`config.mk`:
```
export PLATFORM = sky130hd
export DESIGN_NAME = frame_disassembler
export DESIGN_NICKNAME = d
export VERILOG_FILES = /design/src/common/frame_pkg.sv /design/src/logic/frame_disassembler.sv /design/src/overhead/overhead_regs.sv /design/src/overhead/overhead_extract.sv /design/src/logic/sof_tracker.sv /design/src/logic/frame_position.sv
export SDC_FILE = /design/constraint.sdc
export NUM_CORES = 1
export LEC_CHECK = 0
export ABC_AREA = 1
export ABC_CLOCK_PERIOD_IN_PS = 15060
export BUFFER_PORTS_ARGS = -buffer_cell sky130_fd_sc_hd__buf_2
export CORE_MARGIN = 3
export CORE_UTILIZATION = 40
export DETAILED_ROUTE_END_ITERATION = 8
export GPL_ROUTABILITY_DRIVEN = 0
export PLACE_DENSITY = 0.59
export SKIP_CTS_REPAIR_TIMING = 1
export SYNTH_ARGS = -nofsm -noshare
export SYNTH_HDL_FRONTEND = slang
export SYNTH_HIERARCHICAL = 1
export SYNTH_SLANG_ARGS = --single-unit
```
`constraint.sdc`:
```
create_clock -name i_clock -period 15.06 [get_ports i_clock]
set_clock_uncertainty 0.1 [all_clocks]
set_input_delay 2.259 -clock i_clock [delete_from_list [all_inputs] [get_ports i_clock]]
set_output_delay 2.259 -clock i_clock [all_outputs]
set_load 0.01 [all_outputs]
```
`src/common/frame_pkg.sv`:
```
/*
 * Frame disassembler shared definitions
 * Frame geometry, APB register map and the data word views
 */
`default_nettype none

package frame_pkg;

    // Data path widths
    localparam int NB_DATA      = 256;
    localparam int NB_QUARTER   = 64;
    localparam int NB_FRAME_OH  = 128;

    // Frame geometry, four rows alternating 127 and 128 words
    localparam int NB_COL       = 8;
    localparam int NB_ROW       = 2;
    localparam int NB_FRAME_CNT = 9;

    localparam logic [NB_COL-1:0]       COL_LAST_SHORT = 8'd126;
    localparam logic [NB_COL-1:0]       COL_LAST_LONG  = 8'd127;
    localparam logic [NB_COL-1:0]       ENCR_OH_COL    = 8'd118;
    localparam logic [NB_FRAME_CNT-1:0] FRAME_WORDS    = 9'd510;

    //**************************************************************************
    // APB register map
    //**************************************************************************
    localparam int NB_APB_ADDR  = 8;
    localparam int NB_APB_DATA  = 32;

    localparam logic [NB_APB_ADDR-1:0] ADDR_CTRL    = 8'h00;
    localparam logic [NB_APB_ADDR-1:0] ADDR_STATUS  = 8'h04;
    localparam logic [NB_APB_ADDR-1:0] ADDR_ENCR_LO = 8'h08;
    localparam logic [NB_APB_ADDR-1:0] ADDR_ENCR_HI = 8'h0C;
    localparam logic [NB_APB_ADDR-1:0] ADDR_FOH0    = 8'h10;
    localparam logic [NB_APB_ADDR-1:0] ADDR_FOH1    = 8'h14;
    localparam logic [NB_APB_ADDR-1:0] ADDR_FOH2    = 8'h18;
    localparam logic [NB_APB_ADDR-1:0] ADDR_FOH3    = 8'h1C;

    // One input word, read as quarters at the overhead column
    // and as halves at the row end
    typedef union packed {
        logic [3:0][NB_QUARTER-1:0]  quarters;
        logic [1:0][NB_FRAME_OH-1:0] halves;
    } data_word_t;

endpackage

`default_nettype wire
```
`src/logic/frame_disassembler.sv`:
```
/*
 * Frame disassembler front end
 * Tracks frame position and start, extracts the overheads and
 * exposes them over APB
 */
`default_nettype none

module frame_disassembler
    import frame_pkg::*;
(
    input  wire logic                   i_clock,
    input  wire logic                   i_reset,
    input  wire logic [NB_DATA-1:0]     i_data,
    input  wire logic                   i_valid,
    input  wire logic                   i_sof,
    input  wire logic                   i_psel,
    input  wire logic                   i_penable,
    input  wire logic                   i_pwrite,
    input  wire logic [NB_APB_ADDR-1:0] i_paddr,
    input  wire logic [NB_APB_DATA-1:0] i_pwdata,
    output logic [NB_APB_DATA-1:0]      o_prdata,
    output logic                        o_pready,
    output logic                        o_pslverr,
    output logic                        o_encr_oh_rdy,
    output logic                        o_resync
);

    logic [NB_COL-1:0]      col;
    logic [NB_ROW-1:0]      row;
    logic                   row_end;
    logic                   locked;
    logic                   resync;
    logic                   capture_en;
    logic                   encr_oh_rdy;
    logic [NB_QUARTER-1:0]  encr_oh;
    logic [NB_ROW-1:0]      encr_row;
    logic [NB_FRAME_OH-1:0] frame_oh;
    logic                   frame_oh_stb;

    frame_position u_position (
        .i_clock   (i_clock),
        .i_reset   (i_reset),
        .i_valid   (i_valid),
        .i_sof     (i_sof),
        .o_col     (col),
        .o_row     (row),
        .o_row_end (row_end)
    );

    sof_tracker u_sof_tracker (
        .i_clock        (i_clock),
        .i_reset        (i_reset),
        .i_valid        (i_valid),
        .i_sof          (i_sof),
        .o_locked       (locked),
        .o_resync_pulse (resync)
    );

    overhead_extract u_extract (
        .i_clock        (i_clock),
        .i_reset        (i_reset),
        .i_valid        (i_valid),
        .i_data         (i_data),
        .i_col          (col),
        .i_row          (row),
        .i_row_end      (row_end),
        .i_capture_en   (capture_en),
        .o_encr_oh_rdy  (encr_oh_rdy),
        .o_encr_oh      (encr_oh),
        .o_encr_row     (encr_row),
        .o_frame_oh     (frame_oh),
        .o_frame_oh_stb (frame_oh_stb)
    );

    overhead_regs u_regs (
        .i_clock        (i_clock),
        .i_reset        (i_reset),
        .i_psel         (i_psel),
        .i_penable      (i_penable),
        .i_pwrite       (i_pwrite),
        .i_paddr        (i_paddr),
        .i_pwdata       (i_pwdata),
        .i_resync_pulse (resync),
        .i_locked       (locked),
        .i_encr_oh_stb  (encr_oh_rdy),
        .i_encr_oh      (encr_oh),
        .i_encr_row     (encr_row),
        .i_frame_oh_stb (frame_oh_stb),
        .i_frame_oh     (frame_oh),
        .o_prdata       (o_prdata),
        .o_pready       (o_pready),
        .o_pslverr      (o_pslverr),
        .o_capture_en   (capture_en)
    );

    assign o_encr_oh_rdy = encr_oh_rdy;
    assign o_resync      = resync;

endmodule

`default_nettype wire

```
`src/overhead/overhead_regs.sv`:
```
/*
 * APB register block
 * Capture control, resync and lock status, and the last captured
 * encryption and frame overheads
 */
`default_nettype none

module overhead_regs
    import frame_pkg::*;
(
    input  wire logic                   i_clock,
    input  wire logic                   i_reset,
    input  wire logic                   i_psel,
    input  wire logic                   i_penable,
    input  wire logic                   i_pwrite,
    input  wire logic [NB_APB_ADDR-1:0] i_paddr,
    input  wire logic [NB_APB_DATA-1:0] i_pwdata,
    input  wire logic                   i_resync_pulse,
    input  wire logic                   i_locked,
    input  wire logic                   i_encr_oh_stb,
    input  wire logic [NB_QUARTER-1:0]  i_encr_oh,
    input  wire logic [NB_ROW-1:0]      i_encr_row,
    input  wire logic                   i_frame_oh_stb,
    input  wire logic [NB_FRAME_OH-1:0] i_frame_oh,
    output logic [NB_APB_DATA-1:0]      o_prdata,
    output logic                        o_pready,
    output logic                        o_pslverr,
    output logic                        o_capture_en
);

    logic                   access;
    logic                   addr_hit;
    logic [NB_APB_DATA-1:0] rd_word;
    logic                   capture_en;
    logic                   resync_flag;
    logic                   encr_stb_q;
    logic [NB_QUARTER-1:0]  encr_oh_q;
    logic [NB_ROW-1:0]      encr_row_q;
    logic [NB_FRAME_OH-1:0] frame_oh_q;

    assign access = i_psel && i_penable;

    //**************************************************************************
    // Control and status
    //**************************************************************************
    always_ff @(posedge i_clock)
    begin
        if (i_reset)
            capture_en <= 1'b1;
        else if (access && i_pwrite && (i_paddr == ADDR_CTRL))
            capture_en <= i_pwdata[0];
    end

    // Sticky, a new resync wins over a clear
    always_ff @(posedge i_clock)
    begin
        if (i_reset)
            resync_flag <= 1'b0;
        else if (i_resync_pulse)
            resync_flag <= 1'b1;
        else if (access && i_pwrite && (i_paddr == ADDR_STATUS) && i_pwdata[0])
            resync_flag <= 1'b0;
    end

    // Extractor data lands one clock after its ready pulse
    always_ff @(posedge i_clock)
    begin
        if (i_reset)
            encr_stb_q <= 1'b0;
        else
            encr_stb_q <= i_encr_oh_stb;
    end

    always_ff @(posedge i_clock)
    begin
        if (encr_stb_q)
        begin
            encr_oh_q  <= i_encr_oh;
            encr_row_q <= i_encr_row;
        end
        if (i_frame_oh_stb)
            frame_oh_q <= i_frame_oh;
    end

    //**************************************************************************
    // Read decode
    //**************************************************************************
    always_comb
    begin
        addr_hit = 1'b1;
        case (i_paddr)
            ADDR_CTRL:    rd_word = {{(NB_APB_DATA-1){1'b0}}, capture_en};
            ADDR_STATUS:  rd_word = {{(NB_APB_DATA-6){1'b0}}, encr_row_q, 2'b00,
                                     i_locked, resync_flag};
            ADDR_ENCR_LO: rd_word = encr_oh_q[0 +: NB_APB_DATA];
            ADDR_ENCR_HI: rd_word = encr_oh_q[NB_APB_DATA +: NB_APB_DATA];
            ADDR_FOH0:    rd_word = frame_oh_q[0 +: NB_APB_DATA];
            ADDR_FOH1:    rd_word = frame_oh_q[NB_APB_DATA +: NB_APB_DATA];
            ADDR_FOH2:    rd_word = frame_oh_q[2*NB_APB_DATA +: NB_APB_DATA];
            ADDR_FOH3:    rd_word = frame_oh_q[3*NB_APB_DATA +: NB_APB_DATA];
            default:
            begin
                addr_hit = 1'b0;
                rd_word  = '0;
            end
        endcase
    end

    assign o_prdata     = (access && !i_pwrite) ? rd_word : '0;
    assign o_pready     = 1'b1;
    assign o_pslverr    = access && !addr_hit;
    assign o_capture_en = capture_en;

endmodule

`default_nettype wire

```
`src/overhead/overhead_extract.sv`:
```
/*
 * Overhead extractor
 * Picks the encryption overhead at column 118 and the frame
 * overhead at each row end out of the input word
 */
`default_nettype none

module overhead_extract
    import frame_pkg::*;
(
    input  wire logic                   i_clock,
    input  wire logic                   i_reset,
    input  wire logic                   i_valid,
    input  wire logic [NB_DATA-1:0]     i_data,
    input  wire logic [NB_COL-1:0]      i_col,
    input  wire logic [NB_ROW-1:0]      i_row,
    input  wire logic                   i_row_end,
    input  wire logic                   i_capture_en,
    output logic                        o_encr_oh_rdy,
    output logic [NB_QUARTER-1:0]       o_encr_oh,
    output logic [NB_ROW-1:0]           o_encr_row,
    output logic [NB_FRAME_OH-1:0]      o_frame_oh,
    output logic                        o_frame_oh_stb
);

    data_word_t word;
    logic       encr_hit;
    logic       foh_hit;

    assign word     = i_data;
    assign encr_hit = i_valid && i_capture_en && (i_col == ENCR_OH_COL);
    assign foh_hit  = i_valid && i_capture_en && i_row_end;

    assign o_encr_oh_rdy = encr_hit;

    // Even rows carry it in quarter 2, odd rows in quarter 0
    always_ff @(posedge i_clock)
    begin
        if (encr_hit)
        begin
            o_encr_oh  <= i_row[0] ? word.quarters[0] : word.quarters[2];
            o_encr_row <= i_row;
        end
    end

    //**************************************************************************
    // Frame overhead, upper half on odd rows
    //**************************************************************************
    always_ff @(posedge i_clock)
    begin
        if (foh_hit)
            o_frame_oh <= i_row[0] ? word.halves[1] : word.halves[0];
    end

    always_ff @(posedge i_clock)
    begin
        if (i_reset)
            o_frame_oh_stb <= 1'b0;
        else
            o_frame_oh_stb <= foh_hit;
    end

endmodule

`default_nettype wire

```
`src/logic/sof_tracker.sv`:
```
/*
 * Frame start tracker
 * Locks on the first frame start, predicts the following ones and
 * flags a resync when the stream disagrees with the prediction
 */
`default_nettype none

module sof_tracker
    import frame_pkg::*;
(
    input  wire logic i_clock,
    input  wire logic i_reset,
    input  wire logic i_valid,
    input  wire logic i_sof,
    output logic      o_locked,
    output logic      o_resync_pulse
);

    logic                    locked;
    logic [NB_FRAME_CNT-1:0] word_cnt;
    logic                    predict_sof;
    logic                    resync;
    logic                    resync_q;

    // Word index inside the frame, 0 is the expected start
    assign predict_sof = (word_cnt == '0);

    // Decided on the disagreeing word itself
    assign resync = i_valid && locked && (i_sof != predict_sof);

    //**************************************************************************
    // Lock state
    //**************************************************************************
    always_ff @(posedge i_clock)
    begin
        if (i_reset)
        begin
            locked <= 1'b0;
        end
        else if (i_valid)
        begin
            if (resync)
                locked <= 1'b0;
            else if (!locked && i_sof)
                locked <= 1'b1;
        end
    end

    // Predictor, restarts behind each accepted start
    always_ff @(posedge i_clock)
    begin
        if (i_reset)
        begin
            word_cnt <= '0;
        end
        else if (i_valid)
        begin
            if (!locked)
                word_cnt <= NB_FRAME_CNT'(1);
            else if (word_cnt == FRAME_WORDS - 1'b1)
                word_cnt <= '0;
            else
                word_cnt <= word_cnt + 1'b1;
        end
    end

    // Pulse leaves one clock after the word
    always_ff @(posedge i_clock)
    begin
        if (i_reset)
            resync_q <= 1'b0;
        else
            resync_q <= resync;
    end

    assign o_locked       = locked;
    assign o_resync_pulse = resync_q;

endmodule

`default_nettype wire

```
`src/logic/frame_position.sv`:
```
/*
 * Frame position tracker
 * Counts column and row of each valid word, with row lengths
 * alternating between 127 and 128 words
 */
`default_nettype none

module frame_position
    import frame_pkg::*;
(
    input  wire logic              i_clock,
    input  wire logic              i_reset,
    input  wire logic              i_valid,
    input  wire logic              i_sof,
    output logic [NB_COL-1:0]      o_col,
    output logic [NB_ROW-1:0]      o_row,
    output logic                   o_row_end
);

    logic [NB_COL-1:0] col_q;
    logic [NB_ROW-1:0] row_q;
    logic [NB_COL-1:0] cur_col;
    logic [NB_ROW-1:0] cur_row;
    logic [NB_COL-1:0] col_last;
    logic              row_end;

    // A frame start forces the current word to column 0 of row 0
    always_comb
    begin
        if (i_valid && i_sof)
        begin
            cur_col = '0;
            cur_row = '0;
        end
        else
        begin
            cur_col = col_q;
            cur_row = row_q;
        end
    end

    // Even rows are short, odd rows long
    assign col_last = cur_row[0] ? COL_LAST_LONG : COL_LAST_SHORT;
    assign row_end  = (cur_col == col_last);

    //**************************************************************************
    // Counters
    //**************************************************************************
    always_ff @(posedge i_clock)
    begin
        if (i_reset)
        begin
            col_q <= '0;
            row_q <= '0;
        end
        else if (i_valid)
        begin
            if (row_end)
            begin
                col_q <= '0;
                // Wraps after row 3 by width
                row_q <= cur_row + 1'b1;
            end
            else
            begin
                col_q <= cur_col + 1'b1;
                row_q <= cur_row;
            end
        end
    end

    assign o_col     = cur_col;
    assign o_row     = cur_row;
    assign o_row_end = row_end;

endmodule

`default_nettype wire

```
==> metrics.cfg <==
[yosys]
async_reset_ff_share_pct = 0
synth.avg_cell_area_um2 = 11.0
synth_top_area_share_pct = 63.7
ys.flop_type = edfxtp_1
ys_types = 37
yosys_warnings = 6
synth-edff-count = 388
mappedNetlistArea_um2 = 18300
synth_nets = 1968
syn_inst = 1662
ys_top_cells_by_area = edfxtp_1 (64%), nand2_1 (6.2%), nand3_1 (5.7%)
synth-seq-cells = 413
ys_seq_area_share_pct = 66.4
yosys.area.top_type = edfxtp_1

[floorplanning]
core-area_um2 = 44700
start_util_pct = 40.9
ios = 339
die_y_um = 220
rows = 77
dieArea_um2 = 48400
fp.dieW_um = 220

[min_path]
min_path_type = flip-flop to flip-flop

[cts]
cts_tree = done
cts_root_buf = clkbuf_16
clock-sinks = 413
insertion_delay_ns = 0.57
clk_pin_slew_worst_paths_ns = 0.06
numCtsBuffers = 45
cts.htree.levels = 2
clk_path_buf_depth = 3

[layout]
final_area_um2 = 21500
diodes = 0
utilization_pct = 48.1
syn2layout_area_growth_pct = 17.4
finalNetCount = 2245
drive_gt1_share_pct = 24.5

[power]
peakVddDrop_mv = 0.0624
p_leak_nw = 8.44
power.total_w = 0.00245
p_per_area_nw_per_um2 = 114

[setup_path]
critPathRequiredTime_ns = 12.70
cp-end-kind = output pin
cp_data_arrival_time_ns = 4.80
rrSetupSlack_ns = 11.75
critical_path_class = input port to output pin
start_kind = input port
crit_fanout = 69

[placement]
placed_area_um2 = 20000
port_buffers = 306
place_hpwl_um = 28100

[timing]
whs_ns = 0.309
finalCriticalPeriod_ns = 7.16
setup_viol_count_final = 0
rsz0062_at_grt = no
timing.slew.headroom_pct = 25.0
slew_viol_final = 0
worstMarginPinSlew_ns = 1.12
fmaxAchievable_ghz = 0.140
hold_viol_final = 0
final.period_utilization_pct = 47.5
setup-tns-final_ns = 0

[global_routing]
grt_pass1_wl_um = 66600
antenna_found_initial = 4
grt_pass1_vias = 12100
grtUsageTotal_pct = 18.2
grt_max_degree = 187
grt_overflow_total = 0

[route]
drtPass1Iterations = 7
drc_errors = 0
wire_per_inst_um = 17.3
drtAntennaViolNets = 0
wl_um = 44300
vias = 12400
viasPerCell = 4.85
drt-initial-drc-count = 879

[status]
status = finished, final reports clean

[run]
cap_violations = 0

[path summary, 6_finish.rpt]
check,cells past startpoint,start,to
worst min register to register,0,u_extract/o_frame_oh[29]$_DFFE_PP_,u_regs/frame_oh_q[29]$_DFFE_PP_
worst max register to register,4,u_position/row_q[0]$_SDFFE_PP0P_,u_extract/o_frame_oh[94]$_DFFE_PP_
worst max-delay path,11,i_paddr[6],o_prdata[25]
worst min-delay path,0,u_extract/o_frame_oh[29]$_DFFE_PP_,u_regs/frame_oh_q[29]$_DFFE_PP_
[cell type report]
cell class              instances  area [um^2]
fillers                      4115        23200
flip-flops and latches        413        12200
multi-input cells             943         4640
repair buffers                321         1640
clock buffers                  53         1180
inverters                     215          815
well taps                     592          741
clock inverters                27          314
[registers in the layout, summed over array words and instances, names as in the netlist, 2 cells and up]
signal,cells
u_sof_tracker/word_cnt,9
u_position/col_q,8
u_regs/encr_row_q,2
u_regs/frame_oh_q,128
u_position/row_q,2
u_regs/encr_oh_q,64
u_extract/o_encr_row,2
u_extract/o_encr_oh,64
u_extract/o_frame_oh,128
[critical path, cell delays in order]
cell and delay [ns]:
buf_2 0.10, inv_1 0.04, nand2_1 0.12, nor2_4 0.11, buf_4 0.57, buf_4 0.68, nand3_1 0.15, nand2_1 0.23
nor2_1 0.09, a21oi_1 0.17, buf_2 0.16
[placed cells by master, fill, tap and decap left out, types with 2 or more instances in the layout]
master and n:
edfxtp_1 388, buf_2 306, nand2_1 302, nand3_1 210
inv_1 207, nor2_1 135, o21ai_1 69, o21ai_0 64
a21oi_2 60, a21oi_1 54, clkbuf_16 46, dfxtp_1 23
buf_4 15, clkinv_1 10, nor2_4 9, clkbuf_1 7
bufinv_16 6, clkinv_2 6, nand4_1 6, inv_2 6
nand3_2 5, nand2_2 4, clkinv_4 3, nor3_1 3
nand2_4 3, nor2_2 3, nor2_8 3, ha_1 3
dfxtp_4 2, nand3b_1 2
[power by group]
part	switching, W	internal [W]	leakage (nW)
Combinational	0.0000583	0.0000415	4.03
Sequential	0.00000130	0.00125	3.69
Clock	0.000445	0.000664	0.727
[synth_stat cells (2+ instances only)]
library cell and instances:
inv_2 5, buf_6 28, nand2_2 4, nor2_2 5, buf_2 24, o21ai_1 69
a21oi_1 54, nand4_1 6, buf_8 2, nand3_1 210, a21oi_2 60, inv_1 209
buf_4 30, nand3_2 5, nor3_1 3, dfxtp_1 25, nand2_4 3, nor2_1 137
o21ai_0 64, nor2_4 5, ha_1 3, clkbuf_1 5, nor2_8 3, nand2_1 302
edfxtp_1 388, nand3b_1 2
[routing by layer]
metal  part of all wire [%]  track usage (%)  up-vias  routed length [um]
met5                  0.097                0        -                  43
met4                    2.5             5.80        6                1090
met1                     41             22.4     5834               18200
met3                    6.1             3.52       68                2720
li1                       -                -     6165                   -
met2                     50             32.2      351               22200
[metrics by stage]
step	instances	setup WS [ns]
5_1_grt	2564	7.74
3_3_place_gp	2484	7.94
4_1_cts	2564	7.91
6_report	2564	7.90
2_1_floorplan	1662	6.09
3_5_place_dp	2484	7.91
[kinds of logic after synthesis]
kind of cell    Yosys count  synth area share (%)
compound gates          249                  8.06
xor+xnor                  1                0.0479
fa+ha+maj                 3                 0.205
buf+inv                 306                  8.41
flops                   413                  66.4
other cells               1                0.0205
simple gates            689                  16.9
Power figures use the tool's default switching activity.
